`src/nn_defines.svh`:
```
`ifndef NN_DEFINES_SVH
`define NN_DEFINES_SVH

////////////////////////////////////////
// Layer geometry
////////////////////////////////////////

// Neurons in the layer, also inputs per neuron
`define NEURON_NUM 5

// Bits for a neuron or input index
`define INDEX_WIDTH 3

////////////////////////////////////////
// Fixed point
////////////////////////////////////////

// Unsigned activation, 1 integer bit and 8 fraction bits
`define ACTIVATION_WIDTH 9
// Signed delta and back error
`define DELTA_CELL_WIDTH 18
// Signed weight
`define WEIGHT_CELL_WIDTH 16
// Fraction bits shared by all formats
`define FRACTION_WIDTH 8
// Learning rate as a power of two divider
`define LEARNING_RATE_SHIFT 0

// Region, row and column of a host address
`define HOST_ADDR_WIDTH 8

`endif

```
`src/nn_types_pkg.sv`:
```
`include "nn_defines.svh"

package nn_types_pkg;

    ////////////////////////////////////////
    // Fixed point words
    ////////////////////////////////////////

    // Activation or target, always positive
    typedef logic [`ACTIVATION_WIDTH-1:0] activation_t;

    // Delta of an output neuron or back error of an input
    typedef logic signed [`DELTA_CELL_WIDTH-1:0] delta_t;

    // One synapse weight
    typedef logic signed [`WEIGHT_CELL_WIDTH-1:0] weight_t;

    // Full product, wide enough for delta times weight
    typedef logic signed [`DELTA_CELL_WIDTH+`WEIGHT_CELL_WIDTH-1:0] product_t;

    ////////////////////////////////////////
    // Host write word
    ////////////////////////////////////////

    // Same data bits, read as a weight or as an activation by region
    typedef union packed {
        weight_t weight;
        // Activation sits in the low bits, upper bits unused
        struct packed {
            logic [`WEIGHT_CELL_WIDTH-`ACTIVATION_WIDTH-1:0] pad;
            activation_t                                     value;
        } act;
    } host_word_u;

endpackage

```
`src/neuron_update.sv`:
```
`timescale 1ns/10ps
`include "nn_defines.svh"

module neuron_update (
    input  logic                          clk,
    input  logic                          reset,
    input  logic                          wr_en,
    input  logic [`INDEX_WIDTH-1:0]       wr_index,
    input  nn_types_pkg::weight_t         wr_weight,
    input  nn_types_pkg::delta_t          delta,
    input  logic                          step_en,
    input  logic [`INDEX_WIDTH-1:0]       step_index,
    input  nn_types_pkg::activation_t     step_act,
    input  logic [`INDEX_WIDTH-1:0]       rd_index,
    output nn_types_pkg::weight_t         rd_weight,
    output nn_types_pkg::product_t        back_product,
    output logic                          product_valid,
    output logic [`INDEX_WIDTH-1:0]       product_index
);

    // Weight range in product width
    localparam nn_types_pkg::product_t W_MAX = (2 ** (`WEIGHT_CELL_WIDTH - 1)) - 1;
    localparam nn_types_pkg::product_t W_MIN = -(2 ** (`WEIGHT_CELL_WIDTH - 1));

    // Row j of the weight matrix
    nn_types_pkg::weight_t  row [0:`NEURON_NUM-1];

    nn_types_pkg::weight_t  old_w;
    nn_types_pkg::weight_t  new_w;
    nn_types_pkg::product_t upd_prod;
    nn_types_pkg::product_t upd_shift;
    nn_types_pkg::product_t diff;

    ////////////////////////////////////////
    // Update datapath
    ////////////////////////////////////////

    assign old_w = row[step_index];

    // Activation is unsigned, zero extend before signed multiply
    assign upd_prod  = delta * $signed({1'b0, step_act});
    assign upd_shift = upd_prod >>> (`FRACTION_WIDTH + `LEARNING_RATE_SHIFT);
    assign diff      = old_w - upd_shift;

    // Clamp to weight range
    always_comb begin
        if (diff > W_MAX) begin
            new_w = nn_types_pkg::weight_t'(W_MAX);
        end else if (diff < W_MIN) begin
            new_w = nn_types_pkg::weight_t'(W_MIN);
        end else begin
            new_w = nn_types_pkg::weight_t'(diff);
        end
    end

    // Weight store, step writes win over host
    always_ff @(posedge clk) begin
        if (reset) begin
            for (int k = 0; k < `NEURON_NUM; k++) begin
                row[k] <= '0;
            end
        end else if (step_en) begin
            row[step_index] <= new_w;
        end else if (wr_en && (wr_index < `NEURON_NUM)) begin
            row[wr_index] <= wr_weight;
        end
    end

    ////////////////////////////////////////
    // Back error product
    ////////////////////////////////////////

    // Uses the weight before this step's update
    always_ff @(posedge clk) begin
        if (step_en) begin
            back_product  <= old_w * delta;
            product_index <= step_index;
        end
    end

    always_ff @(posedge clk) begin
        if (reset) begin
            product_valid <= 1'b0;
        end else begin
            product_valid <= step_en;
        end
    end

    // Host read view
    assign rd_weight = (rd_index < `NEURON_NUM) ? row[rd_index] : '0;

    step_index_in_range: assert property (@(posedge clk) disable iff (reset)
        step_en |-> (step_index < `NEURON_NUM));

endmodule

```
`config.mk`:
```
export PLATFORM = sky130hd
export DESIGN_NAME = neuron_update
export DESIGN_NICKNAME = d
export VERILOG_FILES = /design/src/nn_types_pkg.sv /design/src/neuron_update.sv
export VERILOG_INCLUDE_DIRS = /design/src
export SDC_FILE = /design/constraint.sdc
export NUM_CORES = 1
export LEC_CHECK = 0
export CAP_MARGIN = 20
export CORE_MARGIN = 8
export CORE_UTILIZATION = 61
export CTS_CLUSTER_DIAMETER = 80
export DETAILED_ROUTE_END_ITERATION = 6
export DONT_BUFFER_PORTS = 1
export GPL_ROUTABILITY_DRIVEN = 0
export HOLD_SLACK_MARGIN = 0.15
export PLACE_DENSITY = 0.8
export SYNTH_ARGS = -nofsm -noshare
export SYNTH_HDL_FRONTEND = slang
export SYNTH_SLANG_ARGS = --single-unit
```
`constraint.sdc`:
```
create_clock -name clk -period 9.6 [get_ports clk]
set_input_delay 1.92 -clock clk [delete_from_list [all_inputs] [get_ports clk]]
set_output_delay 1.92 -clock clk [all_outputs]
set_load 0.02 [all_outputs]
```
# After elaboration in Yosys (flattened, before gate mapping)
# Memories as Yosys holds them, arrays and structs flattened.
# Cells that the tools add are included.
[word_totals]
out_inout_bits = 54
n_memories = 1
ram_bits = 80
word_cells = 32
reg_bits = 38
inputBits = 56
[mem_list]
columns = ["name", "depth", "word_bits", "rd", "rd_ports_with_merged_regs", "write_ports", "line_no", "rtl"]
rows = [
  ["row", 5, 16, 2, 0, 5, "neuron_update.sv:26", "nn_types_pkg::weight_t row [0:`NEURON_NUM-1];"],
]
[classes]
order_cmp = 4
reduce_logical = 3
mul = 2
mux = 18
addsub = 1
[ops]
columns = ["operator", "n"]
rows = [
  ["2-to-1 mux 16 bit", 5],
  ["multiplier 16 x 18 -> 34 bit", 1],
  ["OR reduction 16 bit", 2],
  ["multiplier 18 x 10 -> 28 bit", 1],
  ["> comparator 21 x 16 -> 1 bit, second input constant", 1],
  ["less-than comparator 21 x 16 -> 1 bit, second input constant", 1],
  ["subtractor 16 x 20 -> 21 bit", 1],
  ["2-to-1 mux 1 bit", 11],
  ["less-than comparator 3 bit, second input constant", 2],
  ["2-to-1 mux 3 bit", 2],
  ["logical AND 1 bit", 1],
]

# Longest topological paths before layout
[depth]
word_depth = 8
mapped_depth = 34
ltp_nobuf = 31

# Worst setup path before layout
# OpenSTA, ideal clock, no wires.
[synth_path]
path_type = "input to register"
start = "in step_index[0]"
end = "reg back_product[33], data pin"
arrival_ps = 9479
path_slack_ps = -140
setup_time_ps = 261
path_buffers = 4
path_stages = 27
t_required_ps = 9339
path_cell_list = "buf_2 -> buf_2 -> clkbuf_1 -> mux4_2 -> mux2_2 -> buf_1 -> nand2_1 -> fa_1 -> inv_1 -> fa_1 -> fa_1 -> fa_1 -> inv_1 -> fa_1 -> inv_1 -> fa_1 -> ha_1 -> and3_1 -> and3_1 -> a211o_1 -> o21ai_2 -> o21ai_0 -> a221o_1 -> a211oi_1 -> o21ai_0 -> a41oi_1 -> xnor2_1"
[synth_between]
elab_chain_len = 2
[synth_lines]
columns = ["element", "line_no", "rtl"]
rows = [
  ["start: declaration", "neuron_update.sv:12", "input logic [`INDEX_WIDTH-1:0] step_index,"],
  ["memory (5 x 16 bit)", "n/a", ""],
  ["multiplier 16 x 18 -> 34 bit", "neuron_update.sv:76", "back_product <= old_w * delta;"],
  ["end signal: assignment", "neuron_update.sv:76", ""],
  ["end: declaration", "neuron_update.sv:16", "output nn_types_pkg::product_t back_product,"],
]
# No other way between the ends.
# A chain may end at the register's enable or synchronous reset.

==> metrics.md <==
| Metric | Value |
|---|---|
| Status | `complete, no violations` |
| Ys flop type | `edfxtp_1` |
| Library cells used by synthesis | `69` |
| Max-slew headroom | `24.5%` |
| Setup crit start kind | `primary input` |
| Period utilisation layout | `94.7%` |
| Hold Crit Class | `reg -> reg` |
| Worst Path Max Fanout | `18` |
| All-layer global routing usage | `roughly 26%` |
| Maximum clock rate | `approximately 110 MHz` |
| DRT Wirelength | `approximately 59000 µm` |
| Die Width | `around 220 µm` |
| Reg clk slew, reported paths | `0.08 ns` |
| Clk_lat worst skew | `0.48 ns` |
| Vias per cell | `5.94` |
| Placed Cells | `between 2k and 3k` |
| Mapped Cells | `2379` |
| Initial antenna violation count | `5` |
| Yosys warns | `0` |
| Critical Path Most Common Cell | `inv_1` |
| # DRC | `0` |
| NumNets Final | `between 2k and 3k` |
| Number of top-level pins | `110` |
| Syn Nets | `3026` |
| CTS sink cnt | `166` |
| Post-Route Setup TNS | `0 ns` |
| Initial Util | `61.7%` |
| DP Area | `0.0250 mm²` |
| Sequential area share after synthesis | `20.3%` |
| #FFs+latches synth | `166` |
| Die H | `216 µm` |
| Crit Path Class | `in -> reg` |
| Fin crit period | `9.09 ns` |
| Clock root buffer | `clkbuf_16` |
| RSZ-0062 raised after global routing | `no` |
| Syn avg cell area | `10.3 µm²` |
| Worst Setup End Kind | `flip-flop` |
| Routed via count | `17.0k` |
| Clock buffer depth | `2` |
| Slew at the pin closest to its max-slew limit | `1.13 ns` |
| Multi-input logic area | `0.0175 mm²` |
| Proportion of layout cells with a drive suffix above 1 | `6.00%` |
| Slowest stage delay, CP | `~0.54 ns` |
| Mapped Area | `0.0245 mm²` |
| Initial DRT Pass Iterations | `5` |
| Register area | `0.00497 mm²` |
| Endpoints failing hold | `0` |
| WL/cell | `20.5 µm` |
| CTS tree | `yes` |
| Core ar. | `0.0397 mm²` |
| Pin count of the biggest net entering global routing | `40` |
| Final Skew | `about 0.021 ns` |
| DIE AREA | `roughly 0.047 mm²` |
| Cells resized by post-CTS repair | `0` |
| Number of port buffers | `0` |
| Slowest cell on the critical path | `fa_1` |
| # fillers | `between 3k and 4k` |
| First-pass GRT wire length | `roughly 96000 µm` |
| EDFF count, synth | `approximately 170` |
| Slew Viols, Final | `0` |
| Post-synth ARST share | `0%` |
| Vias in the first global route | `18.6k` |
| Area Growth Syn to Fin | `4.51%` |
| Max cap viols | `0` |
| Final setup viols | `0` |
| Final instance area | `around 0.026 mm²` |
| Post-Route Utilization | `64.5%` |
| # H-tree levels | `4` |
| Total gr overflow | `0` |
| DR iter-0 viols | `1427` |
| WP data arrival | `between 9 and 10 ns` |
| Post-CTS Setup Repair Bufs | `0` |
| Non-Filler Instances | `2859` |
| Final HPWL DP | `44200 µm` |
| WP data required | `9.78 ns` |
| Core Rows | `73` |
| Antenna viol nets, final | `0` |
| Hold-fix buffer count after cts | `0` |
| CTS Buf Count | `17` |
[kinds of logic (layout without fill, tap and decap cells)]
logic type | after synthesis | count (layout) | synth area share (%)
AOI/OAI and AO/OA | 218 | 218 | 6.02
xor gates and xnor gates | 77 | 77 | 2.75
adders and majority gates | 591 | 591 | 43.2
buffers and inverters | 535 | 489 | 8.25
DFF | 166 | 166 | 20.3
muxes | 83 | 83 | 5.09
other | 0 | 1 | 0
and+or+nand+nor | 709 | 709 | 14.4
[state kept, by name, summed over array words and instances, names as in the netlist]
register,flops
product_index,3
product_valid,1
back_product,34
row,128
[layout by cell type, fill, tap and decap left out, types with 5 or more instances in the layout]
cell	n
clkbuf_16	17
mux4_2	32
nor3_1	43
a21oi_2	7
a21o_1	32
clkinv_8	5
and3_1	7
xor2_1	20
or2_2	19
ha_1	165
o21a_1	11
mux2i_1	36
a21oi_1	65
edfxtp_1	165
nand3_1	10
and4_1	5
o22ai_1	16
nand2b_1	23
buf_4	19
inv_1	435
fa_1	426
and2_1	159
o21bai_1	5
a211oi_1	7
o21ai_0	28
nor2_1	96
nor2b_1	78
mux2_2	12
nand2_1	251
xnor2_1	57
[layer usage]
layer	global-route usage, %	share of wire (%)	routed length [µm]	vias up
li1	-	-	-	7414
met1	31.4	37	21800	8617
met2	44.7	51	29700	776
met3	5.32	8.2	4780	171
met4	10.8	3.9	2310	8
met5	0	0.084	49	-
[worst max-delay path: cells and delay by family]
family / cells / cell delay, ns
and+or+nand+nor: 4 / 0.45
AOI/OAI and AO/OA: 11 / 2.74
xor gates and xnor gates: 2 / 0.28
buffers and inverters: 7 / 0.65
adders and majority gates: 7 / 3.22
[path summary, 6_finish.rpt]
| check | cells after the start | slack [ns] | endpoint | startpoint |
|---|---|---|---|---|
| worst max-delay path | 31 | 0.51 | row[5][5] | step_act[1] |
| worst min-delay path | 4 | 1.11 | back_product[0] | row[7][0] |
| worst max register to register | 24 | 1.77 | back_product[33] | row[1][1] |
| worst min register to register | 4 | 1.11 | back_product[0] | row[7][0] |
[cells in the mapped netlist, types with 39 or more instances]
library cell  count  share of area [%]
a21oi_1          65                1.3
edfxtp_1        165                 20
nor3_1           44               0.90
ha_1            165                8.4
clkbuf_1         85                1.3
xnor2_1          57                2.0
nor2b_1          79                2.0
and2_1          159                4.1
nand2_1         251                3.8
nor2_1           97                1.5
inv_1           435                6.7
mux2i_1          39                1.6
fa_1            426                 35
[through the flow]
step	setup slack, ns	hold WS [ns]
6_report	0.508	1.11
5_1_grt	0.0780	1.15
4_1_cts	0.637	1.10
3_5_place_dp	0.151	1.08
3_3_place_gp	0.390	1.07
2_1_floorplan	0.0665	1.06
[layout make-up]
| type | instances | share of cell area (%) |
|---|---|---|
| Multi-Input combinational cell | 1678 | 68.5 |
| Sequential cell | 166 | 19.4 |
| Inverter | 437 | 6.40 |
| Tap cell | 525 | 2.56 |
| Clock buffer | 17 | 1.66 |
| Clock inverter | 15 | 0.752 |
| Timing Repair Buffer | 20 | 0.664 |
| Antenna cell | 1 | 0.00977 |
Power is left out: the tool's default activity adds up to more than one toggle a clock period on the data nets, which glitch-free logic cannot reach.
