==> config.mk <==
export PLATFORM = sky130hd
export DESIGN_NAME = layer_feeder
export DESIGN_NICKNAME = d
export VERILOG_FILES = /design/src/nn_ctrl_pkg.sv /design/src/nn_types_pkg.sv /design/src/layer_feeder.sv
export VERILOG_INCLUDE_DIRS = /design/src
export SDC_FILE = /design/constraint.sdc
export NUM_CORES = 1
export LEC_CHECK = 0
export BUFFER_PORTS_ARGS = -buffer_cell sky130_fd_sc_hd__buf_2
export CORE_UTILIZATION = 35
export DETAILED_ROUTE_END_ITERATION = 16
export GPL_ROUTABILITY_DRIVEN = 1
export PLACE_DENSITY = 0.59
export SLEW_MARGIN = 0
export SYNTH_ARGS = -nofsm -noshare
export SYNTH_HDL_FRONTEND = slang
export SYNTH_SLANG_ARGS = --single-unit
==> constraint.sdc <==
create_clock -name clk -period 6.9 [get_ports clk]
set_input_delay 0.345 -clock clk [delete_from_list [all_inputs] [get_ports clk]]
set_output_delay 0.345 -clock clk [all_outputs]
set_load 0.01 [all_outputs]
==> src/nn_defines.svh <==
`ifndef NN_DEFINES_SVH
`define NN_DEFINES_SVH

////////////////////////////////////////
// Layer geometry
////////////////////////////////////////

// Neurons in the layer, also inputs per neuron
`define NEURON_NUM 5

// Bits for a neuron or input index
`define INDEX_WIDTH 3

////////////////////////////////////////
// Fixed point
////////////////////////////////////////

// Unsigned activation, 1 integer bit and 8 fraction bits
`define ACTIVATION_WIDTH 9
// Signed delta and back error
`define DELTA_CELL_WIDTH 18
// Signed weight
`define WEIGHT_CELL_WIDTH 16
// Fraction bits shared by all formats
`define FRACTION_WIDTH 8
// Learning rate as a power of two divider
`define LEARNING_RATE_SHIFT 0

// Region, row and column of a host address
`define HOST_ADDR_WIDTH 8

`endif

==> src/nn_ctrl_pkg.sv <==
`include "nn_defines.svh"

package nn_ctrl_pkg;

    ////////////////////////////////////////
    // Host address map
    ////////////////////////////////////////

    // Top two address bits pick the region
    // Weights use row j and column i, vectors use the column field only
    // Reads of REG_A_IN return the back error vector instead
    typedef enum logic [1:0] {
        REG_WEIGHT = 2'd0,
        REG_A_IN   = 2'd1,
        REG_A_OUT  = 2'd2,
        REG_TARGET = 2'd3
    } region_e;

    // Field positions inside a host address
    localparam int ADDR_REGION_LSB = `HOST_ADDR_WIDTH - 2;
    localparam int ADDR_ROW_LSB    = `INDEX_WIDTH;
    localparam int ADDR_COL_LSB    = 0;

    // Step sequencer
    typedef enum logic [1:0] {
        IDLE,
        DELTA,
        SWEEP,
        FLUSH
    } step_state_e;

endpackage

==> src/nn_types_pkg.sv <==
`include "nn_defines.svh"

package nn_types_pkg;

    ////////////////////////////////////////
    // Fixed point words
    ////////////////////////////////////////

    // Activation or target, always positive
    typedef logic [`ACTIVATION_WIDTH-1:0] activation_t;

    // Delta of an output neuron or back error of an input
    typedef logic signed [`DELTA_CELL_WIDTH-1:0] delta_t;

    // One synapse weight
    typedef logic signed [`WEIGHT_CELL_WIDTH-1:0] weight_t;

    // Full product, wide enough for delta times weight
    typedef logic signed [`DELTA_CELL_WIDTH+`WEIGHT_CELL_WIDTH-1:0] product_t;

    ////////////////////////////////////////
    // Host write word
    ////////////////////////////////////////

    // Same data bits, read as a weight or as an activation by region
    typedef union packed {
        weight_t weight;
        // Activation sits in the low bits, upper bits unused
        struct packed {
            logic [`WEIGHT_CELL_WIDTH-`ACTIVATION_WIDTH-1:0] pad;
            activation_t                                     value;
        } act;
    } host_word_u;

endpackage

==> src/layer_feeder.sv <==
`timescale 1ns/10ps
`include "nn_defines.svh"

module layer_feeder (
    input  logic                          clk,
    input  logic                          reset,
    input  logic                          wr_en,
    input  logic [`HOST_ADDR_WIDTH-1:0]   wr_addr,
    input  nn_types_pkg::host_word_u      wr_data,
    input  logic                          start,
    output logic                          busy,
    output logic [`NEURON_NUM-1:0]        col_wr_en,
    output logic [`INDEX_WIDTH-1:0]       col_wr_index,
    output nn_types_pkg::weight_t         col_wr_weight,
    output nn_types_pkg::delta_t          delta [0:`NEURON_NUM-1],
    output logic                          step_en,
    output logic [`INDEX_WIDTH-1:0]       step_index,
    output nn_types_pkg::activation_t     step_act,
    output logic                          step_last
);

    // Index of the final input in a sweep
    localparam logic [`INDEX_WIDTH-1:0] LAST_INDEX = `NEURON_NUM - 1;

    // Host loaded vectors
    nn_types_pkg::activation_t a_in   [0:`NEURON_NUM-1];
    nn_types_pkg::activation_t a_out  [0:`NEURON_NUM-1];
    nn_types_pkg::activation_t target [0:`NEURON_NUM-1];

    nn_ctrl_pkg::step_state_e  state;
    nn_ctrl_pkg::region_e      wr_region;
    logic [`INDEX_WIDTH-1:0]   wr_row;
    logic [`INDEX_WIDTH-1:0]   wr_col;
    logic                      host_wr;

    ////////////////////////////////////////
    // Host write decode
    ////////////////////////////////////////

    assign wr_region = nn_ctrl_pkg::region_e'(wr_addr[nn_ctrl_pkg::ADDR_REGION_LSB +: 2]);
    assign wr_row    = wr_addr[nn_ctrl_pkg::ADDR_ROW_LSB +: `INDEX_WIDTH];
    assign wr_col    = wr_addr[nn_ctrl_pkg::ADDR_COL_LSB +: `INDEX_WIDTH];

    // Writes during a step are dropped
    assign host_wr = wr_en && !busy;

    // Weight words go straight to the column owning row j
    always_comb begin
        for (int j = 0; j < `NEURON_NUM; j++) begin
            col_wr_en[j] = host_wr && (wr_region == nn_ctrl_pkg::REG_WEIGHT) && (wr_row == j);
        end
    end

    assign col_wr_index  = wr_col;
    assign col_wr_weight = wr_data.weight;

    // Activation and target words, indexed by column field
    always_ff @(posedge clk) begin
        if (reset) begin
            for (int k = 0; k < `NEURON_NUM; k++) begin
                a_in[k]   <= '0;
                a_out[k]  <= '0;
                target[k] <= '0;
            end
        end else if (host_wr && (wr_col < `NEURON_NUM)) begin
            case (wr_region)
                nn_ctrl_pkg::REG_A_IN:   a_in[wr_col]   <= wr_data.act.value;
                nn_ctrl_pkg::REG_A_OUT:  a_out[wr_col]  <= wr_data.act.value;
                nn_ctrl_pkg::REG_TARGET: target[wr_col] <= wr_data.act.value;
                default: ;
            endcase
        end
    end

    ////////////////////////////////////////
    // Step sequencer
    ////////////////////////////////////////

    always_ff @(posedge clk) begin
        if (reset) begin
            state      <= nn_ctrl_pkg::IDLE;
            step_en    <= 1'b0;
            step_index <= '0;
            for (int k = 0; k < `NEURON_NUM; k++) begin
                delta[k] <= '0;
            end
        end else begin
            case (state)
                nn_ctrl_pkg::IDLE: begin
                    if (start) begin
                        state <= nn_ctrl_pkg::DELTA;
                    end
                end
                nn_ctrl_pkg::DELTA: begin
                    // Sigmoid with cross entropy, delta is plain difference
                    for (int j = 0; j < `NEURON_NUM; j++) begin
                        delta[j] <= nn_types_pkg::delta_t'(
                            $signed({1'b0, a_out[j]}) - $signed({1'b0, target[j]}));
                    end
                    step_en    <= 1'b1;
                    step_index <= '0;
                    state      <= nn_ctrl_pkg::SWEEP;
                end
                nn_ctrl_pkg::SWEEP: begin
                    if (step_index == LAST_INDEX) begin
                        step_en <= 1'b0;
                        state   <= nn_ctrl_pkg::FLUSH;
                    end else begin
                        step_index <= step_index + 1'b1;
                    end
                end
                // Lets the collector finish the last index
                nn_ctrl_pkg::FLUSH: begin
                    state <= nn_ctrl_pkg::IDLE;
                end
                default: begin
                    state <= nn_ctrl_pkg::IDLE;
                end
            endcase
        end
    end

    assign busy      = (state != nn_ctrl_pkg::IDLE);
    // Index never leaves 0..NEURON_NUM-1
    assign step_act  = a_in[step_index];
    assign step_last = step_en && (step_index == LAST_INDEX);

    // Broadcast only while sweeping
    step_en_in_sweep: assert property (@(posedge clk) disable iff (reset)
        $rose(step_en) |-> (state == nn_ctrl_pkg::SWEEP));

endmodule

* Yosys cells after proc, flatten, opt, wreduce, memory -nomap -nowiden
Memory sizes are Yosys's and may differ from the RTL's. A register that Yosys moved wholly into a read port is not among the register bits.
Index checks and enable logic that the tools add are counted.
Widths: inputs -> output; s select.
** Storage, ports and cells
- Memories kept :: 3
- Input bits :: 28
- Word-level logic and storage cells :: 85
- Bits in writable memories :: 135
- Flip-flop bits (word level) :: 96
- Output and inout port bits :: 129
** Memory list
- a_in :: depth 5, bits a word 9, read ports 1, clocked after memory_dff 1, write ports 5, line layer_feeder.sv:26 : nn_types_pkg::activation_t a_in [0:`NEURON_NUM-1];
- a_out :: depth 5, bits a word 9, read ports 5, clocked after memory_dff 0, write ports 5, line layer_feeder.sv:27 : nn_types_pkg::activation_t a_out [0:`NEURON_NUM-1];
- target :: depth 5, bits a word 9, read ports 5, clocked after memory_dff 0, write ports 5, line layer_feeder.sv:28 : nn_types_pkg::activation_t target [0:`NEURON_NUM-1];
** Operators by class
- Eq/ne operators :: 14
- Reductions and logical operators :: 21
- Add/subtract/negate cells :: 6
- Mux-type cells :: 32
- $lt $le $gt $ge :: 1
** Operators with widths (count)
- $sub 9x9->10 :: 5
- $mux 9 :: 3
- $reduce_or 9->1 :: 3
- $mux 1 :: 18
- $mux 3 :: 6
- $logic_and 1x1->1 :: 9
- $eq 2x2->1 const B :: 4
- $pmux 2 s4 :: 1
- $eq 3x2->1 const B :: 2
- $eq 3x3->1 const B :: 2
- $ne 2x2->1 const B :: 3
- $pmux 3 s2 :: 1
- $reduce_and 2->1 :: 3
- $eq 2x1->1 const B :: 2
- $logic_not 2->1 :: 2
- $mux 2 :: 2
- $reduce_bool 2->1 :: 2
- $add 3x1->3 const B :: 1
- $eq 3x1->1 const B :: 1
- $logic_not 3->1 :: 1
- $lt 3x3->1 const B :: 1
- $pmux 1 s2 :: 1
- $logic_not 1->1 :: 1

* Longest topological paths before layout
- Word-level depth :: 9
- Mapped depth :: 9
- Mapped depth without buffers :: 9

* Worst setup path after synthesis
Ideal clock, no wire load.
- Path kind :: flip-flop to flip-flop
- Start point :: memory a_out[1][0] in the netlist's numbering
- End point :: register delta[62] in the netlist's numbering
- Library setup time :: 0.095 ns
- Cell stages (with the launch flop) :: 10
- Setup slack :: 4.712 ns
- Path buffers :: 0
- Arrival :: 2.093 ns
- Clock period less this slack :: 2.188 ns
- Data required time :: 6.805 ns
- Cell sequence :: edfxtp_1 -> inv_1 -> ha_1 -> inv_1 -> fa_1 -> a211oi_2 -> nor2_1 -> or4b_4 -> a211o_1 -> o311ai_1
** RTL lines
- start, declared :: line layer_feeder.sv:27
- end signal, assigned by index :: line layer_feeder.sv:97 : delta[j] <= nn_types_pkg::delta_t'(
- end, declared :: line layer_feeder.sv:15 : output nn_types_pkg::delta_t delta [0:`NEURON_NUM-1],

==> impl_metrics.json <==
{
  "status": "completed",
  "ys_ff_latch": 221,
  "arrival_ns": 2.87,
  "dpl_cell_area_sq_mm": 0.0122,
  "grt_pass1_wl_mm": 38.8,
  "ios": 157,
  "drive_gt1_share_pct": 22.2,
  "cts-resized-gates": 0,
  "synth_warnings": 0,
  "route.vias.total": 7361,
  "slowest_stage": "nor3_2",
  "multi_input_area_sq_mm": 0.00465,
  "final_area_sq_mm": 0.0130,
  "row_count": 65,
  "antenna_found_initial": 0,
  "yosysSeqAreaShare_pct": 52.7,
  "grtUsageTotal_pct": 14.9,
  "p_leak_nw": 5.27,
  "drcViolationCount": 0,
  "synth_edf_count": 162,
  "synth_area_leader_cell": "edfxtp_1",
  "setup_tns_ns": 0,
  "drv_cap": 0,
  "power_density_mw_per_mm2": 303,
  "cp.required_ns": 7.07,
  "via_per_inst": 4.76,
  "maxSlewViolCount": 0,
  "fin_skew_ns": 0.0134,
  "clkSinkCount": 221,
  "async_flop_share_pct": 0,
  "dp_hpwl_mm": 17.4,
  "clk_pin_slew_worst_paths_ns": 0.06,
  "die_height_um": 183,
  "vdd_drop_max_mv": 0.219,
  "ys_dominant_reg_cell": "edfxtp_1",
  "crit_path_start_kind": "register",
  "die_area_sq_mm": 0.0335,
  "cp_cell_sequence": "inv_1, ha_1, inv_2, nor4b_4, nand2b_2, nor3_2, or2_1",
  "pre_cts_ws_ns": 4.26,
  "layout_setup_ws_ns": 4.20,
  "grt_pass1_vias": 6853,
  "cts_hold_repair.buffers": 0,
  "hold_class": "in2reg",
  "synthToLayoutAreaGrowth_pct": 13.4,
  "finalSetupViolCount": 0,
  "postRouteAntennaNets": 0,
  "fillers": 3118,
  "syn_area_per_cell_sq_um": 11.5,
  "core-area_sq_mm": 0.0319,
  "initial_core_util_pct": 36.0,
  "crit_path_max_incr_delay_ns": 0.56,
  "finalCritPeriodShare_pct": 39.1,
  "routed_wl_mm": 24.7,
  "clockRootBuffer": "clkbuf_16",
  "drt_iter0_markers": 502,
  "period_needed_ns": 2.70,
  "max_freq_mhz": 371,
  "synth_top_cell_area_share_pct": 42.4,
  "synthTopCellsByArea": "edfxtp_1, dfxtp_1, and2_1",
  "nets": 1177,
  "cts_tree": "built",
  "worstSetupEndpointType": "register",
  "syn_inst": 996,
  "regArea_sq_mm": 0.00605,
  "rsz0062_at_grt": "false",
  "cts_made_buffers": 25,
  "worst_slew_pin_slew_ns": 0.912,
  "clock_path_buffers": 3,
  "grt_max_degree": 64,
  "wire_per_inst_um": 16.0,
  "grt-ovfl-total": 0,
  "drtPass1Iterations": 5,
  "hold_violations": 0,
  "whs_ns": 0.278,
  "synth.distinct_cells": 68,
  "max_slew_margin_pct": 39.1,
  "die_w_um": 183,
  "postCtsSetupBuffers": 0,
  "gp_congestion": 0.774,
  "total_power_mw": 3.94,
  "critPathKind": "reg2reg",
  "htreeDepth": 1,
  "syn_area_sq_mm": 0.0115,
  "clock_latency_ns": 0.52,
  "path_max_fanout": 10,
  "io_buffers": 142
}
layer usage:
layer / global-route usage, % / share of wire, %
met1: 21.2 / 49
met2: 23.3 / 44
met3: 2.40 / 4.6
met4: 4.13 / 2.3
met5: 0 / 0
Yosys cell counts, drive strengths merged, types with 8 or more instances:
| cell type | count |
|---|---|
| mux4 | 18 |
| o21ai | 37 |
| buf | 75 |
| inv | 67 |
| or2 | 15 |
| a211oi | 24 |
| mux2 | 9 |
| edfxtp | 162 |
| nor2b | 10 |
| nand2 | 21 |
| nor3b | 14 |
| nand3 | 11 |
| dfxtp | 59 |
| ha | 51 |
| and2 | 135 |
| a21oi | 24 |
| nand2b | 15 |
| xnor2 | 8 |
| or4b | 9 |
| mux2i | 18 |
| clkbuf | 26 |
| nor2 | 87 |
| a31oi | 13 |
registers in the layout, summed over array words and instances (netlist names), named ones only:
signal      flops
delta          50
a_in           72
target         45
step_en         1
step_index      3
state           2
a_out          45
cell type report:
cell class / count / area share [%]
Clock inverter: 13 / 0.895
Sequential cell: 221 / 46.5
Timing Repair Buffer: 145 / 5.66
Tap cell: 435 / 4.18
Inverter: 67 / 1.93
Multi-Input combinational cell: 633 / 35.8
Antenna cell: 1 / 0.0192
Clock buffer: 31 / 5.06
logic make-up (layout without fill, tap and decap cells):
logic type               after synthesis  in the layout  share of synthesized area (%)
AND/OR/NAND/NOR                      357            357                           18.5
flip-flops                           221            221                           52.7
buffers and inverters                168            256                           7.65
AO/OA/AOI/OAI                        140            140                           8.09
adder cells (fa/ha/maj)               56             56                           6.44
multiplexers                          45             45                           5.99
XOR/XNOR                               8              8                          0.611
other                                  1             28                         0.0327
final timing paths:
| kind | endpoint | cells after the start | slack (ns) | startpoint |
|---|---|---|---|---|
| hold / removal | a_in[5][7] | 1 | 0.28 | wr_data[7] |
| hold reg to reg | delta[26] | 2 | 0.47 | delta[26] |
| setup / recovery | a_out[2][0] | 7 | 4.20 | state[1] |
| setup reg to reg | a_out[2][0] | 7 | 4.20 | state[1] |
worst max-delay path: cells and delay by family (launching register included):
kind	cells	cell delay, ns
flip-flops	1	0.31
AND/OR/NAND/NOR	4	1.50
buffers and inverters	2	0.22
adder cells (fa/ha/maj)	1	0.30
layout by cell type, fill, tap and decap left out, drive strengths merged, types with 10 or more instances in the layout:
master,count
a211oi,24
a21oi,24
a31oi,13
and2,135
buf,145
clkbuf,31
conb,27
dfxtp,59
edfxtp,162
ha,51
inv,69
mux2i,18
mux4,18
nand2,21
nand2b,15
nand3,11
nor2,87
nor2b,10
nor3b,14
o21ai,37
or2,15
stage by stage:
step	utilization, %	std cells
floorplan	-	1022
CTS	40.8	1545
finish	40.8	1546
detailed placement	38.4	1501
global route	40.8	1545
global placement	38.4	1501
power by group:
group | switching (mW) | internal, mW | leakage (nW) | total [mW]
Combinational | 0.575 | 0.422 | 2.74 | 0.997
Clock | 0.516 | 0.748 | 0.382 | 1.26
Sequential | 0.0985 | 1.58 | 2.14 | 1.68
Note: power is estimated with default switching activity, not from simulation.
