[config.mk]
export PLATFORM = sky130hd
export DESIGN_NAME = layer_collector
export DESIGN_NICKNAME = d
export VERILOG_FILES = /design/src/nn_ctrl_pkg.sv /design/src/nn_types_pkg.sv /design/src/layer_collector.sv
export VERILOG_INCLUDE_DIRS = /design/src
export SDC_FILE = /design/constraint.sdc
export NUM_CORES = 1
export LEC_CHECK = 0
export BUFFER_PORTS_ARGS = -buffer_cell sky130_fd_sc_hd__buf_2
export CORE_MARGIN = 4
export CORE_UTILIZATION = 35
export DETAILED_ROUTE_END_ITERATION = 10
export REMOVE_ABC_BUFFERS = 1
export SYNTH_ARGS = -nofsm -noshare
export SYNTH_HDL_FRONTEND = slang
export SYNTH_SLANG_ARGS = --single-unit
[constraint.sdc]
create_clock -name clk -period 17.4 [get_ports clk]
set_clock_uncertainty 0.15 [all_clocks]
set_input_delay 1.74 -clock clk [delete_from_list [all_inputs] [get_ports clk]]
set_output_delay 1.74 -clock clk [all_outputs]
set_load 0.02 [all_outputs]
[src/nn_defines.svh]
`ifndef NN_DEFINES_SVH
`define NN_DEFINES_SVH

////////////////////////////////////////
// Layer geometry
////////////////////////////////////////

// Neurons in the layer, also inputs per neuron
`define NEURON_NUM 5

// Bits for a neuron or input index
`define INDEX_WIDTH 3

////////////////////////////////////////
// Fixed point
////////////////////////////////////////

// Unsigned activation, 1 integer bit and 8 fraction bits
`define ACTIVATION_WIDTH 9
// Signed delta and back error
`define DELTA_CELL_WIDTH 18
// Signed weight
`define WEIGHT_CELL_WIDTH 16
// Fraction bits shared by all formats
`define FRACTION_WIDTH 8
// Learning rate as a power of two divider
`define LEARNING_RATE_SHIFT 0

// Region, row and column of a host address
`define HOST_ADDR_WIDTH 8

`endif

[src/nn_ctrl_pkg.sv]
`include "nn_defines.svh"

package nn_ctrl_pkg;

    ////////////////////////////////////////
    // Host address map
    ////////////////////////////////////////

    // Top two address bits pick the region
    // Weights use row j and column i, vectors use the column field only
    // Reads of REG_A_IN return the back error vector instead
    typedef enum logic [1:0] {
        REG_WEIGHT = 2'd0,
        REG_A_IN   = 2'd1,
        REG_A_OUT  = 2'd2,
        REG_TARGET = 2'd3
    } region_e;

    // Field positions inside a host address
    localparam int ADDR_REGION_LSB = `HOST_ADDR_WIDTH - 2;
    localparam int ADDR_ROW_LSB    = `INDEX_WIDTH;
    localparam int ADDR_COL_LSB    = 0;

    // Step sequencer
    typedef enum logic [1:0] {
        IDLE,
        DELTA,
        SWEEP,
        FLUSH
    } step_state_e;

endpackage

[src/nn_types_pkg.sv]
`include "nn_defines.svh"

package nn_types_pkg;

    ////////////////////////////////////////
    // Fixed point words
    ////////////////////////////////////////

    // Activation or target, always positive
    typedef logic [`ACTIVATION_WIDTH-1:0] activation_t;

    // Delta of an output neuron or back error of an input
    typedef logic signed [`DELTA_CELL_WIDTH-1:0] delta_t;

    // One synapse weight
    typedef logic signed [`WEIGHT_CELL_WIDTH-1:0] weight_t;

    // Full product, wide enough for delta times weight
    typedef logic signed [`DELTA_CELL_WIDTH+`WEIGHT_CELL_WIDTH-1:0] product_t;

    ////////////////////////////////////////
    // Host write word
    ////////////////////////////////////////

    // Same data bits, read as a weight or as an activation by region
    typedef union packed {
        weight_t weight;
        // Activation sits in the low bits, upper bits unused
        struct packed {
            logic [`WEIGHT_CELL_WIDTH-`ACTIVATION_WIDTH-1:0] pad;
            activation_t                                     value;
        } act;
    } host_word_u;

endpackage

[src/layer_collector.sv]
`timescale 1ns/10ps
`include "nn_defines.svh"

module layer_collector (
    input  logic                          clk,
    input  logic                          reset,
    input  nn_types_pkg::product_t        back_product [0:`NEURON_NUM-1],
    input  logic                          product_valid,
    input  logic [`INDEX_WIDTH-1:0]       product_index,
    input  logic                          step_last,
    input  nn_types_pkg::weight_t         rd_weight [0:`NEURON_NUM-1],
    input  logic [`HOST_ADDR_WIDTH-1:0]   rd_addr,
    output nn_types_pkg::delta_t          rd_data,
    output logic                          done
);

    // Sum of NEURON_NUM products needs index width of headroom
    localparam int SUM_WIDTH = `DELTA_CELL_WIDTH + `WEIGHT_CELL_WIDTH + `INDEX_WIDTH;

    // Delta range in sum width
    localparam logic signed [SUM_WIDTH-1:0] D_MAX = (2 ** (`DELTA_CELL_WIDTH - 1)) - 1;
    localparam logic signed [SUM_WIDTH-1:0] D_MIN = -(2 ** (`DELTA_CELL_WIDTH - 1));

    // Back error vector e_i
    nn_types_pkg::delta_t          error [0:`NEURON_NUM-1];

    logic signed [SUM_WIDTH-1:0]   sum;
    logic signed [SUM_WIDTH-1:0]   sum_shift;
    nn_types_pkg::delta_t          e_value;
    logic                          last_q;

    nn_ctrl_pkg::region_e          rd_region;
    logic [`INDEX_WIDTH-1:0]       rd_row;
    logic [`INDEX_WIDTH-1:0]       rd_col;

    ////////////////////////////////////////
    // Error accumulation
    ////////////////////////////////////////

    // Adder tree over all columns
    always_comb begin
        sum = '0;
        for (int j = 0; j < `NEURON_NUM; j++) begin
            sum = sum + back_product[j];
        end
    end

    assign sum_shift = sum >>> `FRACTION_WIDTH;

    always_comb begin
        if (sum_shift > D_MAX) begin
            e_value = nn_types_pkg::delta_t'(D_MAX);
        end else if (sum_shift < D_MIN) begin
            e_value = nn_types_pkg::delta_t'(D_MIN);
        end else begin
            e_value = nn_types_pkg::delta_t'(sum_shift);
        end
    end

    always_ff @(posedge clk) begin
        if (reset) begin
            for (int k = 0; k < `NEURON_NUM; k++) begin
                error[k] <= '0;
            end
        end else if (product_valid && (product_index < `NEURON_NUM)) begin
            error[product_index] <= e_value;
        end
    end

    // step_last lines up with the product one cycle later
    always_ff @(posedge clk) begin
        if (reset) begin
            last_q <= 1'b0;
            done   <= 1'b0;
        end else begin
            last_q <= step_last;
            done   <= product_valid && last_q;
        end
    end

    ////////////////////////////////////////
    // Host read port
    ////////////////////////////////////////

    assign rd_region = nn_ctrl_pkg::region_e'(rd_addr[nn_ctrl_pkg::ADDR_REGION_LSB +: 2]);
    assign rd_row    = rd_addr[nn_ctrl_pkg::ADDR_ROW_LSB +: `INDEX_WIDTH];
    assign rd_col    = rd_addr[nn_ctrl_pkg::ADDR_COL_LSB +: `INDEX_WIDTH];

    // Columns already muxed by column index, pick the row here
    always_ff @(posedge clk) begin
        if (reset) begin
            rd_data <= '0;
        end else begin
            rd_data <= '0;
            case (rd_region)
                nn_ctrl_pkg::REG_WEIGHT: begin
                    if (rd_row < `NEURON_NUM) begin
                        // Sign extend to the read width
                        rd_data <= nn_types_pkg::delta_t'(rd_weight[rd_row]);
                    end
                end
                nn_ctrl_pkg::REG_A_IN: begin
                    if (rd_col < `NEURON_NUM) begin
                        rd_data <= error[rd_col];
                    end
                end
                default: ;
            endcase
        end
    end

endmodule

[Yosys cells after proc, flatten, opt, wreduce, memory -nomap -nowiden]
Memories as Yosys holds them, arrays and structs flattened.
Index checks and enable logic that the tools add are counted.
Widths: inputs -> output; s select.
Word-level totals
  logic and storage cells: 36
  RAM bits: 90
  bits of input ports: 265
  flip-flop bits (word level): 20
  memories: 1
Operators by class
  reductions and logical operators: 4
  mux-type cells: 16
  bitwise operators: 1
  order comparisons: 6
  add/subtract/negate cells: 4
  equality and inequality tests: 1
Memories
  error: words 5, width 18, read ports 1, clocked after memory_dff 0, write ports 5, line layer_collector.sv:25  | nn_types_pkg::delta_t error [0:`NEURON_NUM-1];
Operators with widths (number)
  $mux 18: 5
  $bmux 16 s3: 1
  $add 36x34->37: 1
  $add 37x34->37: 1
  $add 35x34->36: 1
  $pmux 18 s2: 1
  $add 34x34->35: 1
  $mux 16: 2
  $gt 29x18->1 const B: 1
  $lt 29x18->1 const B: 1
  $reduce_or 18->1: 1
  $lt 3x3->1 const B: 3
  $mux 1: 6
  $ge 4x4->1 const B: 1
  $not 3->4: 1
  $mux 3: 1
  $eq 2x1->1 const B: 1
  $logic_and 1x1->1: 2
  $logic_not 2->1: 1

[Longest topological paths before layout]
Gate-level depths: netlist of run 1.
  depth in word-level cells: 8
  mapped depth: 21

[Worst setup path after synthesis of run 1]
OpenSTA, ideal clock, no wires.
  path kind: in2reg
  start point: input port back_product[17] in the netlist's numbering
  end point: memory error[0][7] in the netlist's numbering, data pin
  arrival: 6249 ps
  setup slack: 10730 ps
  stages: 21
  cells stage by stage: inv_1 > fa_1 > inv_1 > fa_1 > inv_1 > fa_1 > inv_1 > ha_1 > buf_2 > a21o_1 > a31oi_1 > o21ai_0 > and2_1 > or3_1 > a211o_1 > a2111oi_4 > nand2_2 > o21ai_2 > buf_4 > buf_6 > a21oi_1
RTL lines
  start: declaration: line layer_collector.sv:7  | input nn_types_pkg::product_t back_product [0:`NEURON_NUM-1],
  end: declaration: line layer_collector.sv:25

==> results of run 1 <==
## flip-flops by register name, indices dropped and copies added (netlist names)
signal / count
done: 1
error: 90
last_q: 1
rd_data: 18
## logic make-up after synthesis
logic type	share of synthesized area [%]
and+or+nand+nor	10.9
AOI/OAI and AO/OA	14.5
DFF	28.9
xor gates and xnor gates	1.96
muxes	8.62
adders and majority gates	23.3
buffers and inverters	11.9
## layer usage
layer | vias to the layer above | share of wire [%] | track usage (%)
li1 | 4251 | - | -
met1 | 4120 | 42 | 20.3
met2 | 304 | 49 | 28.6
met3 | 30 | 7.0 | 2.60
met4 | 0 | 1.7 | 3.72
met5 | - | 0 | 0
## power by group through the flow
stage	registers, W	logic (W)	clock network [W]
2_1_floorplan	0.000321	0.000845	0
3_3_place_gp	0.000320	0.00116	0
3_5_place_dp	0.000321	0.00117	0
4_1_cts	0.000315	0.00117	0.000216
5_1_grt	0.000317	0.00132	0.000226
6_report	0.000315	0.00117	0.000213
## critical path, cell delays in order
cell,delay (ns)
buf_2,0.07
inv_1,0.04
fa_1,0.52
inv_1,0.05
fa_1,0.49
inv_1,0.05
fa_1,0.50
inv_1,0.04
ha_1,0.42
a21oi_1,0.31
o211ai_1,0.21
nor2_1,0.26
o211ai_1,0.23
a2111oi_1,0.77
o21ai_0,0.23
nand2_1,0.44
nand2_1,0.21
o21ai_2,0.95
a21oi_1,0.16
## layout by cell type, fill, tap and decap left out, types with 5 or more instances in the layout
cell	synthesis	layout
buf_2	10	283
inv_1	277	277
nor2_1	106	106
fa_1	103	103
edfxtp_1	90	90
a21oi_1	68	68
nand2_1	53	53
ha_1	35	35
mux4_2	33	33
o21ai_0	32	32
nand3_1	20	20
dfxtp_1	20	20
a22oi_1	19	19
xnor2_1	16	16
mux2i_1	16	16
nand4_1	14	14
a21o_1	12	12
and2_1	11	11
nor3_1	10	10
o22a_1	10	10
clkbuf_16	0	9
xor2_1	8	8
o211ai_1	8	8
o21a_1	8	8
o22ai_1	7	7
or3_1	7	7
o21ai_1	7	7
nand2b_1	7	7
o21ai_2	6	6
and3_1	5	5
a211oi_1	5	5
a211o_1	5	5
o21bai_1	5	5
nor2b_1	5	5
a31oi_2	5	5
## through the flow
step           total power (W)  util, %  instance area (sq um)
6_report               0.00170     42.5                  12700
5_1_grt                0.00186     42.5                  12700
4_1_cts                0.00170     42.5                  12700
3_5_place_dp           0.00149     41.5                  12400
3_3_place_gp           0.00148     41.5                  12400
2_1_floorplan          0.00117        -                  10500
## cell type report
cell class                      instances  area, sq um  area share, %
Clock buffer                            9          225           1.77
Clock inverter                          7         80.1          0.629
Inverter                              278         1040           8.19
Multi-Input combinational cell        693         6370           50.0
Sequential cell                       110         3100           24.4
Tap cell                              390          488           3.83
Timing Repair Buffer                  285         1430           11.2
## path summary, 6_finish.rpt
kind | end | depth (start not counted)
worst max-delay path | error[4][9]$_SDFFCE_PN0P_ | 19
worst min-delay path | done$_SDFF_PP0_ | 1
worst max register to register | rd_data[0]$_SDFF_PP0_ | 4
worst min register to register | done$_SDFF_PP0_ | 1
==> flow_summary.yaml, run 1 <==
layout:
  stdcell_count: 1772
  syn2layout_area_growth_pct: 18.6
  antennaDiodeCount: 0
  fin_nets: 1780
  fillers: 3015
  drive_above_1_share_pct: 26.0
timing:
  fin_setup_tns_ns: 0
  rsz0062_at_grt: "no"
  finalWorstSetupSlack_ns: 9.58
  final-setup-viol-count: 0
  max-slew-margin-rel_pct: 21.0
  period_share_pct: 44.9
  tightest_slew_ns: 1.19
  slew_viol_final: 0
  holdWs_ns: 0.285
  finalCriticalPeriod_ns: 7.82
  finalHoldViolations: 0
  fmax_mhz: 128
place:
  gp_congestion: 0.923
  post-place-ws_ns: 9.35
  hpwl_mm: 22.2
  dp_cells: 1756
  port_buffers: 283
clocking:
  worst_skew_pair.late_latency_ns: 0.35
  cts_htree_levels: 3
  cts-root-buf: "clkbuf_16"
  cts_buffers: 9
  clock_sinks: 110
  post_cts_resized: 0
  clockBufferDepth: 2
  postCtsHoldBufs: 0
  cts_setup_buffers: 0
  cts_tree: "done"
  path_clk_slew_ns: 0.07
power_and_ir_drop:
  switching_share_pct: 51.9
  switchingPower_w: 0.000884
  p_int_w: 0.000819
  power_frac_comb_pct: 69.0
  seqPwrFrac_pct: 18.5
  power.density_nw_per_um2: 134
  clockPowerShare_pct: 12.5
  p_leak_nw: 6.20
  ir_worst_vdd_mv: 0.0808
critical_path:
  r2r_start: "error[3][0]$_SDFFCE_PN0P_"
  cp_max_fo: 30
  critPathArrivalTime_ns: 7.71
  crit_start: "back_product[16]"
  crit_type: "in2reg"
  worstSetupEndpointType: "register"
  worst_setup_path_start_kind: "primary input"
  r2r_slack_ns: 15.74
  critPathRequiredTime_ns: 17.29
floorplanning:
  initial_core_util_pct: 35.9
  rows: 63
  dieArea_sq_um: 33600
  ios: 284
  core-area_sq_um: 30000
  fp.dieW_um: 183
  chipHeight_um: 183
synthesis:
  yosys.area.top_type: "edfxtp_1"
  synth_edf_count: 90
  netlist_area_sq_um: 10700
  ys_ff_latch: 110
  ys_top_cells_by_count: "inv_1 (277), nor2_1 (106), fa_1 (103)"
  synthDistinctLibCells: 70
  yosysSeqAreaShare_pct: 28.9
  synth_most_common_cell: "inv_1"
  syn_avg_cell_area_sq_um: 9.48
  synth_area_leaders: "edfxtp_1 (25%), fa_1 (19%), inv_1 (9.7%)"
  yosys_warnings: 0
  synth-main-ff-cell: "edfxtp_1"
  synth_top_area_share_pct: 25.2
  async_reset_ff_share_pct: 0
  postSynthCellCount: 1134
drt:
  drtPass1Iterations: 5
  drtAntennaViolNets: 0
  vias: 8705
  vias_per_cell: 4.91
  routed_wirelength_mm: 27.5
  drc_errors: 0
  drt_iter0_drc: 511
  wire_per_inst_um: 15.5
run_status:
  status: "finished, final reports clean"
min_path:
  hp-class: "reg2reg"
  min-delay-start: "last_q$_SDFF_PP0_"
grt:
  grt_pass1_wl_mm: 43.9
  grt_max_degree: 31
  gr-total-overflow: 0
  grt_usage_pct: 16.0
  grt_pass1_vias: 9023
  grt_antenna_before_repair: 0
job:
  cap_violations: 0
No activity file was read; power rests on OpenSTA's default activity.
==> inputs of run 2 (changes only) <==
- ABC_AREA: not set -> 1
- clock period: 17.4 -> 7.5 ns (I/O delays scaled with it)
==> run 2 against run 1 <==
Effect of this change: count of clock-buffer cells in the layout grew 5; global-route usage grew 0.84 points; combinational power grew 140%; sequential share of layout area shrank 1.4 points; wire length grew 9.4%; design area grew 5.9%; largest cell class unchanged; largest power group unchanged; utilization shrank 0.22 points; critical endpoint is now error[0][3]$_SDFFCE_PN0P_; final cell count grew 25%; critical path type unchanged.
==> flow_summary.yaml, run 2 <==
floorplanning:
  fp.dieW_um: 189
  initial_core_util_pct: 35.8
  chipHeight_um: 189
  dieArea_sq_um: 35500
  rows: 65
  ios: 284
  core-area_sq_um: 31900
clocking:
  clockBufferDepth: 2
  cts_setup_buffers: 0
  cts_htree_levels: 3
  cts-root-buf: "clkbuf_16"
  clock_sinks: 110
  post_cts_resized: 0
  cts_buffers: 9
  postCtsHoldBufs: 0
  path_clk_slew_ns: 0.07
  cts_tree: "done"
  worst_skew_pair.late_latency_ns: 0.35
grt:
  grt_antenna_before_repair: 0
  grt_max_degree: 47
  grt_usage_pct: 16.8
  grt_pass1_wl_mm: 49.7
  grt_pass1_vias: 10300
  gr-total-overflow: 0
drt:
  vias_per_cell: 4.56
  drtPass1Iterations: 5
  drt_iter0_drc: 547
  routed_wirelength_mm: 30.1
  vias: 10100
  drtAntennaViolNets: 0
  wire_per_inst_um: 13.7
  drc_errors: 0
synthesis:
  async_reset_ff_share_pct: 0
  synth_top_area_share_pct: 23.7
  netlist_area_sq_um: 11400
  synth_most_common_cell: "inv_1"
  syn_avg_cell_area_sq_um: 7.56
  ys_top_cells_by_count: "inv_1 (398), nand2_1 (268), nor2_1 (136)"
  synth_edf_count: 90
  yosys_warnings: 0
  yosysSeqAreaShare_pct: 27.2
  synth-main-ff-cell: "edfxtp_1"
  postSynthCellCount: 1510
  synth_area_leaders: "edfxtp_1 (24%), fa_1 (18%), inv_1 (13%)"
  synthDistinctLibCells: 39
  ys_ff_latch: 110
  yosys.area.top_type: "edfxtp_1"
place:
  post-place-ws_ns: 1.54
  gp_congestion: 0.892
  hpwl_mm: 24.5
  port_buffers: 283
timing:
  finalHoldViolations: 0
  finalCriticalPeriod_ns: 5.61
  slew_viol_final: 0
  rsz0062_at_grt: "no"
  fin_setup_tns_ns: 0
  tightest_slew_ns: 1.25
  finalWorstSetupSlack_ns: 1.89
  max-slew-margin-rel_pct: 16.4
  holdWs_ns: 0.270
  fmax_mhz: 178
  final-setup-viol-count: 0
  period_share_pct: 74.8
critical_path:
  critPathRequiredTime_ns: 7.39
  cp_slowest_cell: "fa_1"
  r2r_slack_ns: 6.16
  cpMostUsedCell: "nand2_1"
  cp_cell_sequence: "buf_2 > fa_1 > fa_1 > inv_1 > fa_1 > inv_1 > ha_1 > inv_1 > nor3_1 > nand2_1 > nor2_1 > nand4_1 > nand3_1 > nand2_1 > nand2_2 > nand2_1 > nor2_1 > nand2_1 > nand2_4 > buf_12 > a21oi_1"
  cpPeakStageDelay_ns: 0.59
  rr_worst_depth: 6
  worstSetupEndpointType: "register"
  worst_setup_path_start_kind: "primary input"
  critPathArrivalTime_ns: 5.51
  crit_type: "in2reg"
  cp_max_fo: 46
power_and_ir_drop:
  p_leak_nw: 7.01
  power.density_nw_per_um2: 295
  ir_worst_vdd_mv: 0.265
layout:
  final_common_cell: "inv_1"
  largest_reg_flops: 90
  layout_common_cells: "inv_1 (398), buf_2 (283), nand2_1 (268), nor2_1 (136), o21ai_0 (110)"
  largest-register: "error"
  drive_above_1_share_pct: 22.2
  fillers: 3411
  fin_nets: 2170
  reg_top3: "error (90), rd_data (18)"
  syn2layout_area_growth_pct: 18.2
  antennaDiodeCount: 0
min_path:
  hold_path_depth: 2
  hp-class: "reg2reg"
job:
  cap_violations: 0
run_status:
  status: "finished, final reports clean"
-- run 2: metrics by stage --
step	instances	power [W]	utilization, %	cell area, sq um
final	2207	0.00397	42.3	13500
after global routing	2207	0.00439	42.3	13500
after CTS	2207	0.00401	42.3	13500
after detailed placement	2191	0.00354	41.4	13200
after global placement	2191	0.00352	41.4	13200
after floorplan	1465	0.00277	-	11200
-- run 2: worst paths after layout --
check / startpoint / to
hold reg to reg: last_q$_SDFF_PP0_ / done$_SDFF_PP0_
hold / removal: last_q$_SDFF_PP0_ / done$_SDFF_PP0_
setup reg to reg: error[1][13]$_SDFFCE_PN0P_ / rd_data[13]$_SDFF_PP0_
setup / recovery: back_product[33] / error[0][3]$_SDFFCE_PN0P_
-- run 2: area by class of cell --
class	count	area, sq um	share of cell area, %
clock buffers	14	275	2.04
flip-flops and latches	110	3100	23.0
well taps	435	544	4.04
clock inverters	2	13.8	0.102
repair buffers	291	1490	11.0
inverters	407	1530	11.3
multi-input cells	948	6540	48.5
-- run 2: cells by family (layout without fill, tap and decap cells) --
logic type,count (synthesis),after routing,synth area share (%)
and+or+nand+nor,483,483,18.0
adders and majority gates,138,138,21.9
DFF,110,110,27.2
AOI/OAI and AO/OA,309,309,15.9
xor gates and xnor gates,18,18,1.38
buffers and inverters,452,714,15.6
-- run 2: critical path: cells and delay by family --
kind,cells,cell delay [ns]
AO/OA/AOI/OAI,1,0.12
AND/OR/NAND/NOR,11,1.89
buffers and inverters,5,0.64
adder cells (fa/ha/maj),4,2.03
-- run 2: per-layer routing --
metal	up-vias	track usage, %	share of wire (%)
met2	322	30.6	49
met1	4536	20.5	43
met3	35	3.46	6.9
met4	0	3.81	1.7
met5	-	0	0
li1	5162	-	-
-- run 2: power by group --
| group | total [W] | switching [W] | internal, W |
|---|---|---|---|
| Combinational | 0.00278 | 0.00194 | 0.000842 |
| Clock | 0.000463 | 0.000208 | 0.000256 |
| Sequential | 0.000729 | 0.0000116 | 0.000717 |
| Total | 0.00397 | 0.00216 | 0.00181 |
==> inputs of run 3 (changes only) <==
- clock period: 7.5 -> 5.2 ns (I/O delays scaled with it)
==> run 3 against run 2 <==
Effect of this change: hold slack lost 0.046 ns; first-iteration DRC count is 1.5% lower; critical path depth grew 3; global-route usage is essentially flat; setup slack got worse by 1.5 ns; sequential cell count unchanged; largest power group unchanged; highest routed layer unchanged.
==> flow_summary.yaml, run 3 (synthesis results as in run 2) <==
critical_path:
  rr_worst_depth: 6
  r2r_slack_ns: 3.81
  critPathRequiredTime_ns: 5.11
  worstSetupEndpointType: "register"
  endpoint: "error[3][4]$_SDFFCE_PN0P_"
  r2r_start: "error[1][13]$_SDFFCE_PN0P_"
  crit_type: "in2reg"
  crit_start: "back_product[25]"
  cp_max_fo: 34
  critPathArrivalTime_ns: 4.70
  worst_setup_path_start_kind: "primary input"
  r2r_end: "rd_data[13]$_SDFF_PP0_"
floorplanning:
  fp.dieW_um: 189
  dieArea_sq_um: 35500
  initial_core_util_pct: 35.8
  chipHeight_um: 189
  rows: 65
  core-area_sq_um: 31900
  ios: 284
clocking:
  clockBufferDepth: 2
  cts-root-buf: "clkbuf_16"
  post_cts_resized: 0
  clock_sinks: 110
  cts_buffers: 9
  worst_skew_pair.late_latency_ns: 0.35
  cts_setup_buffers: 0
  postCtsHoldBufs: 0
  path_clk_slew_ns: 0.07
  cts_htree_levels: 3
  cts_tree: "done"
drt:
  drc_errors: 0
  wire_per_inst_um: 13.7
  wl_met1_mm: 13.1
  drtPass1Iterations: 5
  drt_iter0_drc: 539
  vias: 10200
  routed_wirelength_mm: 30.7
  wl_met2_mm: 15.0
  maxUsedRoutingLayer: "met4"
  wl_met3_mm: 1.96
  vias_per_cell: 4.55
  drtAntennaViolNets: 0
power_and_ir_drop:
  switching_share_pct: 52.3
  switchingPower_w: 0.00324
  power.density_nw_per_um2: 449
  power_frac_comb_pct: 71.0
  seqPwrFrac_pct: 17.0
  clockPowerShare_pct: 12.1
  p_int_w: 0.00295
  ir_worst_vdd_mv: 0.278
  p_leak_nw: 7.17
run_status:
  status: "finished, final reports clean"
timing:
  finalCriticalPeriod_ns: 4.79
  period_share_pct: 92.0
  holdWs_ns: 0.224
  rsz0062_at_grt: "no"
  finalHoldViolations: 0
  tightest_slew_ns: 1.16
  fmax_mhz: 209
  max-slew-margin-rel_pct: 22.6
  final-setup-viol-count: 0
  fin_setup_tns_ns: 0
  slew_viol_final: 0
layout:
  antennaDiodeCount: 0
  fin_nets: 2195
  final_common_cell: "inv_1"
  reg_top3: "error (90), rd_data (18)"
  drive_above_1_share_pct: 23.4
  largest-register: "error"
  layout_common_cells: "inv_1 (398), buf_2 (283), nand2_1 (268), nor2_1 (136), o21ai_0 (110)"
  largest_reg_flops: 90
  syn2layout_area_growth_pct: 20.6
  stdcell_count: 2232
job:
  cap_violations: 0
grt:
  gr-total-overflow: 0
  grt_antenna_before_repair: 0
  grt_usage_pct: 16.8
  grt_pass1_wl_mm: 49.8
  grt_max_degree: 37
  grt_pass1_vias: 10400
place:
  port_buffers: 283
  hpwl_mm: 25.1
  dp_cells: 2216
  gp_congestion: 0.976
min_path:
  hp-class: "in2reg"
==> run 3: changes by cell type in the layout (fill, tap and decap cells not counted) <==
cell / before / now
clkbuf_1: 3 / 0
bufinv_16: 0 / 2
inv_4: 1 / 0
clkinv_1: 3 / 4
buf_12: 1 / 5
clkbuf_16: 10 / 9
clkbuf_8: 1 / 0
clkinv_2: 0 / 1
inv_6: 0 / 3
buf_4: 7 / 28
clkinvlp_4: 1 / 0
==> run 3: worst max-delay path: stages <==
cell,delay (ns)
buf_2,0.07
inv_1,0.04
fa_1,0.53
inv_1,0.06
fa_1,0.50
inv_1,0.06
fa_1,0.49
inv_1,0.04
ha_1,0.35
nand2_1,0.10
buf_4,0.14
nor2_1,0.23
nand2_1,0.17
nor3_1,0.16
nand2_1,0.16
nand3_1,0.12
nand2_1,0.11
nor2_1,0.14
nand2_1,0.06
nor2_1,0.09
nand2_1,0.10
nand2_4,0.13
buf_12,0.21
a21oi_1,0.09
==> run 3: metrics by stage <==
step | worst slack (ns) | utilization (%) | total power (W) | instance area (sq um)
2_1_floorplan | -0.242 | - | 0.00400 | 11200
3_3_place_gp | 0.00373 | 42.1 | 0.00543 | 13400
3_5_place_dp | 0.0613 | 42.1 | 0.00546 | 13400
4_1_cts | 0.422 | 43.2 | 0.00622 | 13800
5_1_grt | 0.0718 | 43.2 | 0.00675 | 13800
6_report | 0.414 | 43.2 | 0.00618 | 13800
==> run 3: cell type report <==
class	instances	area (sq um)
clock buffers	9	225
clock inverters	7	95.1
inverters	407	1530
well taps	435	544
repair buffers	316	1730
fillers	3341	18100
multi-input cells	948	6540
flip-flops and latches	110	3100
==> run 3: worst min-delay path by stage <==
stage	startpoint	to	slack (ns)	depth (start not counted)
2_1_floorplan	last_q$_SDFF_PP0_	done$_SDFF_PP0_	0.25	2
3_3_place_gp	last_q$_SDFF_PP0_	done$_SDFF_PP0_	0.26	2
3_5_place_dp	last_q$_SDFF_PP0_	done$_SDFF_PP0_	0.26	2
4_1_cts	step_last	last_q$_SDFF_PP0_	0.22	3
5_1_grt	step_last	last_q$_SDFF_PP0_	0.23	3
6_report	step_last	last_q$_SDFF_PP0_	0.22	3
==> run 3: power groups by stage <==
stage,clock network [W],registers [W],logic (W)
after global placement,0,0.00107,0.00436
after CTS,0.000760,0.00105,0.00441
after global routing,0.000785,0.00106,0.00491
after detailed placement,0,0.00107,0.00439
after floorplan,0,0.00107,0.00292
final,0.000745,0.00105,0.00439
==> run 3: per-layer routing <==
layer  track usage (%)  vias to the layer above
met5                 0                        -
met4              4.60                        0
met3              2.50                       34
met2              31.0                      334
met1              20.6                     4569
li1                  -                     5214
